[config.mk]
export PLATFORM = sky130hd
export DESIGN_NAME = tk1_top
export DESIGN_NICKNAME = d
export VERILOG_FILES = /design/src/hdl/tk1_pkg.sv /design/src/hdl/tk1_reg_file.sv /design/src/hdl/tk1_mode_ctrl.sv /design/src/hdl/tk1_exec_monitor.sv /design/src/hdl/tk1_top.sv
export SDC_FILE = /design/constraint.sdc
export NUM_CORES = 1
export LEC_CHECK = 0
export ABC_CLOCK_PERIOD_IN_PS = 11100
export BUFFER_PORTS_ARGS = -buffer_cell sky130_fd_sc_hd__buf_2
export CORE_MARGIN = 8
export CORE_UTILIZATION = 55
export CTS_CLUSTER_DIAMETER = 120
export DETAILED_ROUTE_END_ITERATION = 6
export PLACE_DENSITY = 0.73
export REMOVE_ABC_BUFFERS = 1
export SLEW_MARGIN = 40
export SYNTH_ARGS = -nofsm -noshare
export SYNTH_HDL_FRONTEND = slang
export SYNTH_HIERARCHICAL = 1
export SYNTH_SLANG_ARGS = --single-unit
[constraint.sdc]
create_clock -name clk -period 11.1 [get_ports clk]
set_input_delay 1.11 -clock clk [delete_from_list [all_inputs] [get_ports clk]]
set_output_delay 1.11 -clock clk [all_outputs]
set_load 0.005 [all_outputs]
[src/hdl/tk1_pkg.sv]
// tk1 security core shared definitions
// Address map, identification words, memory limits and the
// common types used by the register file, mode control and
// security monitor

`default_nettype none

package tk1_pkg;

  // --------------------
  // Types
  // --------------------
  typedef logic [31:0] word_t;
  typedef logic [7:0]  reg_addr_t;
  typedef logic [2:0]  cdi_index_t;

  // Privilege state, firmware runs with full rights
  typedef enum logic {
    MODE_FIRMWARE = 1'b0,
    MODE_APP      = 1'b1
  } mode_state_t;

  // --------------------
  // Register addresses
  // --------------------
  localparam reg_addr_t ADDR_NAME0            = 8'h00;
  localparam reg_addr_t ADDR_NAME1            = 8'h01;
  localparam reg_addr_t ADDR_VERSION          = 8'h02;

  localparam reg_addr_t ADDR_SYSTEM_MODE_CTRL = 8'h08;

  localparam reg_addr_t ADDR_APP_START        = 8'h0c;
  localparam reg_addr_t ADDR_APP_SIZE         = 8'h0d;

  localparam reg_addr_t ADDR_BLAKE2S          = 8'h10;
  localparam reg_addr_t ADDR_SYSCALL          = 8'h12;

  localparam reg_addr_t ADDR_CDI_FIRST        = 8'h20;
  localparam reg_addr_t ADDR_CDI_LAST         = 8'h27;

  localparam reg_addr_t ADDR_CPU_MON_CTRL     = 8'h60;
  localparam reg_addr_t ADDR_CPU_MON_FIRST    = 8'h61;
  localparam reg_addr_t ADDR_CPU_MON_LAST     = 8'h62;

  // --------------------
  // Identification
  // --------------------
  localparam word_t TK1_NAME0   = 32'h746b3120;  // "tk1 "
  localparam word_t TK1_NAME1   = 32'h6d6b6466;  // "mkdf"
  localparam word_t TK1_VERSION = 32'h00000005;

  // --------------------
  // Memory map
  // --------------------
  localparam word_t FW_RAM_FIRST = 32'hd0000000;
  localparam word_t FW_RAM_LAST  = 32'hd00007ff;

  // ROM starts at address zero
  localparam word_t FW_ROM_LAST  = 32'h00001fff;

  // Outside physical memory, so an unset entry point traps when used
  localparam word_t ILLEGAL_ADDR = 32'h4f000000;

endpackage

`default_nettype wire

[src/hdl/tk1_reg_file.sv]
// tk1 register file
// Decodes the single-cycle bus, holds the application and entry
// point registers, the CDI words and the execution monitor setup,
// and multiplexes read data

`default_nettype none

module tk1_reg_file (
  input  logic               clk,
  input  logic               reset_n,

  input  logic               cs,
  input  logic               we,
  input  tk1_pkg::reg_addr_t address,
  input  tk1_pkg::word_t     write_data,
  output tk1_pkg::word_t     read_data,
  output logic               ready,

  input  logic               system_mode,

  output tk1_pkg::word_t     syscall_addr,
  output tk1_pkg::word_t     blake2s_addr,
  output tk1_pkg::word_t     mon_first,
  output tk1_pkg::word_t     mon_last,
  output logic               mon_en
);

  tk1_pkg::word_t     app_start;
  tk1_pkg::word_t     app_size;
  tk1_pkg::word_t     cdi_mem [8];

  tk1_pkg::cdi_index_t cdi_index;
  logic                cdi_hit;

  logic bus_write;
  logic fw_write;
  logic app_start_we;
  logic app_size_we;
  logic blake2s_we;
  logic syscall_we;
  logic cdi_we;
  logic mon_en_we;
  logic mon_first_we;
  logic mon_last_we;

  // --------------------
  // Write decode
  // --------------------
  assign cdi_index = address[2:0];
  assign cdi_hit   = (address >= tk1_pkg::ADDR_CDI_FIRST) &&
                     (address <= tk1_pkg::ADDR_CDI_LAST);

  assign bus_write = cs && we;

  // Application code may not touch these
  assign fw_write     = bus_write && !system_mode;
  assign app_start_we = fw_write && (address == tk1_pkg::ADDR_APP_START);
  assign app_size_we  = fw_write && (address == tk1_pkg::ADDR_APP_SIZE);
  assign blake2s_we   = fw_write && (address == tk1_pkg::ADDR_BLAKE2S);
  assign syscall_we   = fw_write && (address == tk1_pkg::ADDR_SYSCALL);
  assign cdi_we       = fw_write && cdi_hit;

  // Window is frozen once the monitor is armed
  assign mon_en_we    = bus_write && (address == tk1_pkg::ADDR_CPU_MON_CTRL);
  assign mon_first_we = bus_write && !mon_en && (address == tk1_pkg::ADDR_CPU_MON_FIRST);
  assign mon_last_we  = bus_write && !mon_en && (address == tk1_pkg::ADDR_CPU_MON_LAST);

  // --------------------
  // Registers
  // --------------------
  always_ff @(posedge clk) begin
    if (!reset_n) begin
      app_start    <= '0;
      app_size     <= '0;
      blake2s_addr <= tk1_pkg::ILLEGAL_ADDR;
      syscall_addr <= tk1_pkg::ILLEGAL_ADDR;
      mon_en       <= 1'b0;
      mon_first    <= '0;
      mon_last     <= '0;
      for (int i = 0; i < 8; i++) begin
        cdi_mem[i] <= '0;
      end
    end else begin
      if (app_start_we) begin
        app_start <= write_data;
      end
      if (app_size_we) begin
        app_size <= write_data;
      end
      if (blake2s_we) begin
        blake2s_addr <= write_data;
      end
      if (syscall_we) begin
        syscall_addr <= write_data;
      end
      if (cdi_we) begin
        cdi_mem[cdi_index] <= write_data;
      end
      // Any write arms the monitor for good
      if (mon_en_we) begin
        mon_en <= 1'b1;
      end
      if (mon_first_we) begin
        mon_first <= write_data;
      end
      if (mon_last_we) begin
        mon_last <= write_data;
      end
    end
  end

  // --------------------
  // Read mux
  // --------------------
  assign ready = cs;

  always_comb begin
    read_data = '0;
    if (cs && !we) begin
      case (address)
        tk1_pkg::ADDR_NAME0:            read_data = tk1_pkg::TK1_NAME0;
        tk1_pkg::ADDR_NAME1:            read_data = tk1_pkg::TK1_NAME1;
        tk1_pkg::ADDR_VERSION:          read_data = tk1_pkg::TK1_VERSION;
        tk1_pkg::ADDR_SYSTEM_MODE_CTRL: read_data = {32{system_mode}};
        tk1_pkg::ADDR_APP_START:        read_data = app_start;
        tk1_pkg::ADDR_APP_SIZE:         read_data = app_size;
        tk1_pkg::ADDR_BLAKE2S:          read_data = blake2s_addr;
        tk1_pkg::ADDR_SYSCALL:          read_data = syscall_addr;
        tk1_pkg::ADDR_CPU_MON_CTRL:     read_data = {31'b0, mon_en};
        tk1_pkg::ADDR_CPU_MON_FIRST:    read_data = mon_first;
        tk1_pkg::ADDR_CPU_MON_LAST:     read_data = mon_last;
        default: begin
          if (cdi_hit) begin
            read_data = cdi_mem[cdi_index];
          end
        end
      endcase
    end
  end

  // Armed monitor keeps its window
  a_window_frozen : assert property (
    @(posedge clk) disable iff (!reset_n)
    mon_en |=> mon_en && $stable(mon_first) && $stable(mon_last)
  );

endmodule

`default_nettype wire

[src/hdl/tk1_mode_ctrl.sv]
// tk1 privilege mode controller
// Tracks firmware or application mode and ROM execute permission
// from the address of each instruction fetch

`default_nettype none

module tk1_mode_ctrl (
  input  logic           clk,
  input  logic           reset_n,

  input  tk1_pkg::word_t cpu_addr,
  input  logic           cpu_instr,
  input  logic           cpu_valid,

  input  tk1_pkg::word_t syscall_addr,
  input  tk1_pkg::word_t blake2s_addr,

  output logic           system_mode,
  output logic           rom_executable,
  output logic           entry_fetch
);

  tk1_pkg::mode_state_t state;
  tk1_pkg::mode_state_t state_next;
  logic                 rom_exec_next;
  logic                 fetch;
  logic                 above_rom;
  logic                 hit_syscall;
  logic                 hit_blake2s;

  assign fetch       = cpu_valid && cpu_instr;
  assign above_rom   = cpu_addr > tk1_pkg::FW_ROM_LAST;
  assign hit_syscall = cpu_addr == syscall_addr;
  assign hit_blake2s = cpu_addr == blake2s_addr;

  assign entry_fetch = fetch && (hit_syscall || hit_blake2s);
  assign system_mode = (state == tk1_pkg::MODE_APP);

  // Leaving ROM always drops privilege even on an entry address
  always_comb begin
    state_next    = state;
    rom_exec_next = rom_executable;
    if (fetch) begin
      if (above_rom) begin
        state_next    = tk1_pkg::MODE_APP;
        rom_exec_next = 1'b0;
      end else if (hit_syscall) begin
        state_next    = tk1_pkg::MODE_FIRMWARE;
        rom_exec_next = 1'b1;
      end else if (hit_blake2s) begin
        rom_exec_next = 1'b1;
      end
    end
  end

  always_ff @(posedge clk) begin
    if (!reset_n) begin
      state          <= tk1_pkg::MODE_FIRMWARE;
      rom_executable <= 1'b1;
    end else begin
      state          <= state_next;
      rom_executable <= rom_exec_next;
    end
  end

  // Firmware never runs with ROM locked
  a_fw_rom_exec : assert property (
    @(posedge clk) disable iff (!reset_n) !system_mode |-> rom_executable
  );

endmodule

`default_nettype wire

[src/hdl/tk1_exec_monitor.sv]
// tk1 security monitor
// Watches every CPU access and raises a sticky trap on illegal
// RAM addresses, firmware RAM execution, protected ROM execution
// and fetches inside the armed execution monitor window

`default_nettype none

module tk1_exec_monitor (
  input  logic           clk,
  input  logic           reset_n,

  input  tk1_pkg::word_t cpu_addr,
  input  logic           cpu_instr,
  input  logic           cpu_valid,

  input  logic           rom_executable,
  input  logic           entry_fetch,

  input  logic           mon_en,
  input  tk1_pkg::word_t mon_first,
  input  tk1_pkg::word_t mon_last,

  output logic           force_trap
);

  logic fetch;
  logic ram_oob;
  logic fw_ram_fetch;
  logic rom_fetch_denied;
  logic window_fetch;
  logic trap_set;

  assign fetch = cpu_valid && cpu_instr;

  // RAM region beyond the physical size, checked for any access
  assign ram_oob = cpu_valid && (cpu_addr[31:30] == 2'b01) && (|cpu_addr[29:17]);

  assign fw_ram_fetch = fetch &&
                        (cpu_addr >= tk1_pkg::FW_RAM_FIRST) &&
                        (cpu_addr <= tk1_pkg::FW_RAM_LAST);

  // Entry points are the only way back into a locked ROM
  assign rom_fetch_denied = fetch && !rom_executable && !entry_fetch &&
                            (cpu_addr <= tk1_pkg::FW_ROM_LAST);

  // Data-only area set up by firmware
  assign window_fetch = fetch && mon_en &&
                        (cpu_addr >= mon_first) &&
                        (cpu_addr <= mon_last);

  assign trap_set = ram_oob || fw_ram_fetch || rom_fetch_denied || window_fetch;

  always_ff @(posedge clk) begin
    if (!reset_n) begin
      force_trap <= 1'b0;
    end else if (trap_set) begin
      force_trap <= 1'b1;
    end
  end

  // Only reset releases the CPU from a trap
  a_trap_sticky : assert property (
    @(posedge clk) disable iff (!reset_n) force_trap |=> force_trap
  );

endmodule

`default_nettype wire

[src/hdl/tk1_top.sv]
// tk1 security and control core
// Joins the register file, the privilege mode controller and
// the security monitor behind one bus port and one CPU port

`default_nettype none

module tk1_top (
  input  logic              clk,
  input  logic              reset_n,

  // Register bus
  input  logic              cs,
  input  logic              we,
  input  tk1_pkg::reg_addr_t address,
  input  tk1_pkg::word_t    write_data,
  output tk1_pkg::word_t    read_data,
  output logic              ready,

  // CPU memory interface
  input  tk1_pkg::word_t    cpu_addr,
  input  logic              cpu_instr,
  input  logic              cpu_valid,

  output logic              system_mode,
  output logic              force_trap
);

  // Entry points and monitor window from the register file
  tk1_pkg::word_t syscall_addr;
  tk1_pkg::word_t blake2s_addr;
  tk1_pkg::word_t mon_first;
  tk1_pkg::word_t mon_last;
  logic           mon_en;

  // Fetch qualifiers from the mode controller
  logic           rom_executable;
  logic           entry_fetch;

  tk1_reg_file u_reg_file (
    .clk          (clk),
    .reset_n      (reset_n),
    .cs           (cs),
    .we           (we),
    .address      (address),
    .write_data   (write_data),
    .read_data    (read_data),
    .ready        (ready),
    .system_mode  (system_mode),
    .syscall_addr (syscall_addr),
    .blake2s_addr (blake2s_addr),
    .mon_first    (mon_first),
    .mon_last     (mon_last),
    .mon_en       (mon_en)
  );

  tk1_mode_ctrl u_mode_ctrl (
    .clk            (clk),
    .reset_n        (reset_n),
    .cpu_addr       (cpu_addr),
    .cpu_instr      (cpu_instr),
    .cpu_valid      (cpu_valid),
    .syscall_addr   (syscall_addr),
    .blake2s_addr   (blake2s_addr),
    .system_mode    (system_mode),
    .rom_executable (rom_executable),
    .entry_fetch    (entry_fetch)
  );

  tk1_exec_monitor u_exec_monitor (
    .clk            (clk),
    .reset_n        (reset_n),
    .cpu_addr       (cpu_addr),
    .cpu_instr      (cpu_instr),
    .cpu_valid      (cpu_valid),
    .rom_executable (rom_executable),
    .entry_fetch    (entry_fetch),
    .mon_en         (mon_en),
    .mon_first      (mon_first),
    .mon_last       (mon_last),
    .force_trap     (force_trap)
  );

endmodule

`default_nettype wire

==> results.py <==
metrics = {
    "power_and_ir_drop": {
        "total_power_w": 0.00377,
        "p_per_area_nw_per_um2": 144,
        "power_switching_w": 0.000874,
        "irDropWorstVdd_mv": 0.118,
        "swShare_pct": 23.2,
        "power_leakage_nw": 9.17,
        "power_frac_clock_pct": 44.5,
        "pwr-share-seq_pct": 47.9,
        "cell_internal_pwr_w": 0.00290,
        "combPwrFrac_pct": 7.6,
    },
    "timing": {
        "layout_setup_ws_ps": 6140,
        "hold_viol": 0,
        "maxSlewViolCount": 0,
        "holdWs_ps": 450,
        "slew_headroom_pct": 39.4,
        "setup_violations": 0,
        "fmax_mhz": 202,
        "tightest_slew_ps": 907,
        "skew_ps": 25.7,
        "rsz0062_at_grt": "false",
        "fin_crit_sh_pct": 44.7,
        "tns_ps": 0,
        "finalWorstPathRequiredPeriod_ps": 4960,
    },
    "cells_and_area": {
        "final_cell_mix": "nand2_1 (406), and2_1 (256), edfxtp_1 (256)",
        "syn2layout_area_growth_pct": 12.0,
        "num_antenna_cells": 0,
        "final_area_sq_um": 26200,
        "nets": 2409,
        "mostFrequentLayoutCell": "nand2_1",
        "layout-drive-gt1-share_pct": 14.2,
    },
    "worst_setup_path": {
        "cp_slowest_cell": "and3b_1",
        "arrival_ps": 3850,
        "worst_setup_path_start_kind": "input port",
        "r2r-end": "u_reg_file/cdi_mem[6][9]",
        "end_kind": "primary output",
        "cp_max_fo": 30,
        "reg2reg_from": "u_mode_ctrl/system_mode",
        "cp_cell_sequence": "buf_4 > nor2_1 > o31a_1 > o211ai_1 > and3b_1 > buf_4 > o32a_1 > buf_2",
        "crit_type": "input port to primary output",
        "crit_top_cell": "buf_4",
        "max_stage_delay_ps": 540,
        "rrSetupSlack_ps": 7970,
        "cp_num_buf_inv": 3,
        "rr_worst_depth": 5,
        "path_delay_family": "buffers and inverters",
        "required_ps": 9990,
    },
    "logic_synthesis": {
        "yosys_register_bits": 452,
        "synth_edf_count": 256,
        "netlist_area_sq_um": 23400,
        "synth_top_cell_by_area": "edfxtp_1",
        "async_flop_share_pct": 0,
        "ys_seq_area_share_pct": 49.7,
        "ys_warn_count": 6,
        "synthTopCellsByArea": "edfxtp_1 (33%), dfxtp_1 (17%), and2_1 (6.9%)",
        "synth_top_cell_area_share_pct": 32.9,
        "synth_flop_cell": "edfxtp_1",
        "synth_cells": 2246,
        "synth_cell_type_count": 69,
        "synth_area_per_cell_sq_um": 10.4,
    },
    "placement": {
        "port-buffer-count": 112,
        "placed_area_sq_um": 24500,
        "dpl.hpwl_um": 48800,
        "dp_slack_ps": 6090,
        "gp_congestion": 0.945,
    },
    "floorplanning": {
        "start_util_pct": 55.7,
        "io_pins": 113,
        "rows": 75,
        "dieArea_sq_um": 49400,
        "die_x_um": 222,
        "core-area_sq_um": 41900,
        "chipHeight_um": 222,
    },
    "clock_tree": {
        "cts.repair.resized": 0,
        "ctsHtreeMaxLevel": 2,
        "cts_hold_buf": 0,
        "cts_tree": "yes",
        "cts_max_path_buffers": 3,
        "cts_buffers": 48,
        "cts.clk_slew.worst_paths_ps": 60,
        "cts.sinks": 452,
        "worstSkewPairLatency_ps": 600,
        "root_buffer": "clkbuf_16",
        "postCtsSetupBuffers": 0,
    },
    "worst_hold_path": {
        "hp-class": "flip-flop to flip-flop",
        "hp-start": "u_reg_file/app_start[22]",
        "hold_depth": 2,
        "hold_path_end": "u_reg_file/app_start[22]",
    },
    "grt": {
        "met1_usage_pct": 40.1,
        "grt_max_degree": 96,
        "grt_use_met3_pct": 5.73,
        "grt_overflow": 0,
        "busiest_layer": "met2",
        "antenna_found_initial": 0,
        "grt_pass1_wl_um": 112000,
        "grt_pass1_vias": 17900,
        "grt_use_met2_pct": 47.6,
        "grt_usage_pct": 29.8,
    },
    "drt": {
        "drtPass1Iterations": 6,
        "vias": 18100,
        "drt_iter0_drc": 2201,
        "via_per_inst": 6.36,
        "wl_per_cell_um": 26.6,
        "drc_errors": 0,
        "ant_nets": 0,
        "drt-total-wl_um": 75600,
    },
    "run_status": {
        "status": "finished, final reports clean",
    },
    "run": {
        "max_cap_viol_count": 0,
    },
}
## per-stage QoR
step                      std cells  utilization, %
after floorplan                2066               -
after global placement         2745            57.9
after detailed placement       2755            58.5
after CTS                      2844            62.4
after global routing           2845            62.4
final                          2845            62.4
## cell families (layout without fill, tap and decap cells)
logic type | count (synthesis) | count (layout) | synth area share, %
and+or+nand+nor | 894 | 894 | 18.8
buffers and inverters | 252 | 312 | 4.26
adders and majority gates | 64 | 64 | 3.42
xor gates and xnor gates | 65 | 65 | 2.43
AOI/OAI and AO/OA | 382 | 382 | 12.1
muxes | 137 | 137 | 9.30
DFF | 452 | 452 | 49.7
## worst register-to-register path: stages, from the launching register on
cell	delay [ps]
dfxtp_1	460
nor2_1	690
nand4b_1	560
buf_4	370
o21ai_4	140
buf_4	510
## power by group through the flow
stage	registers (W)	clock network [W]	logic (W)
after global placement	0.00184	0	0.000275
after CTS	0.00181	0.00169	0.000282
after floorplan	0.00184	0	0.000125
after global routing	0.00181	0.00175	0.000302
final	0.00181	0.00168	0.000287
after detailed placement	0.00184	0	0.000281
## layout make-up
class                      count  area (sq um)
clock inverter                12           196
clock buffer                  77          1430
fill                        3331         15800
inverter                      72           270
sequential                   452         11600
tap                          539           674
multi-input combinational   1542         11000
timing repair buffer         151          1010
## registers in the layout, indices dropped and copies added, names as in the netlist
register                    count
u_exec_monitor/force_trap       1
u_mode_ctrl/rom_executable      1
u_mode_ctrl/system_mode         1
u_reg_file/app_size            32
u_reg_file/app_start           32
u_reg_file/blake2s_addr        32
u_reg_file/cdi_mem            256
u_reg_file/mon_en               1
u_reg_file/mon_first           32
u_reg_file/mon_last            32
u_reg_file/syscall_addr        32
## routing by layer
layer | part of all wire, % | vias up
li1 | - | 7955
met1 | 40 | 8977
met2 | 46 | 1017
met3 | 10 | 154
met4 | 3.4 | 0
met5 | 0 | -
## synth_stat cells, types with 4 or more instances
cell        n
a21boi_0  142
a21boi_1   40
a21o_1      5
a21oi_1    27
a22oi_1    54
a31oi_1     5
and2_1    257
and3_1      5
buf_1      14
buf_2      14
buf_6       4
clkbuf_1  147
dfxtp_1   196
edfxtp_1  256
ha_1       64
inv_1      72
mux2i_1    71
mux4_2     64
nand2_1   407
nand2b_1    5
nand3_1    27
nand3b_1    5
nand4_1    30
nor2_1     89
nor2b_1     6
nor3_1      8
nor4_1     24
o21ai_0    20
o22ai_1    30
o32a_1     31
or3_1       4
xnor2_1    44
xor2_1     21
## how the worst max path moves through the flow
| stage | slack (ps) | end | cells after the start | startpoint |
|---|---|---|---|---|
| 2_1_floorplan | 6410 | u_reg_file/cdi_mem[2][0] | 4 | address[4] |
| 3_3_place_gp | 5970 | read_data[21] | 7 | address[0] |
| 3_5_place_dp | 6090 | read_data[3] | 7 | address[0] |
| 4_1_cts | 6090 | read_data[3] | 7 | address[0] |
| 5_1_grt | 6150 | read_data[3] | 8 | address[1] |
| 6_report | 6140 | read_data[3] | 8 | address[1] |
Note: power is estimated with default switching activity, not from simulation.
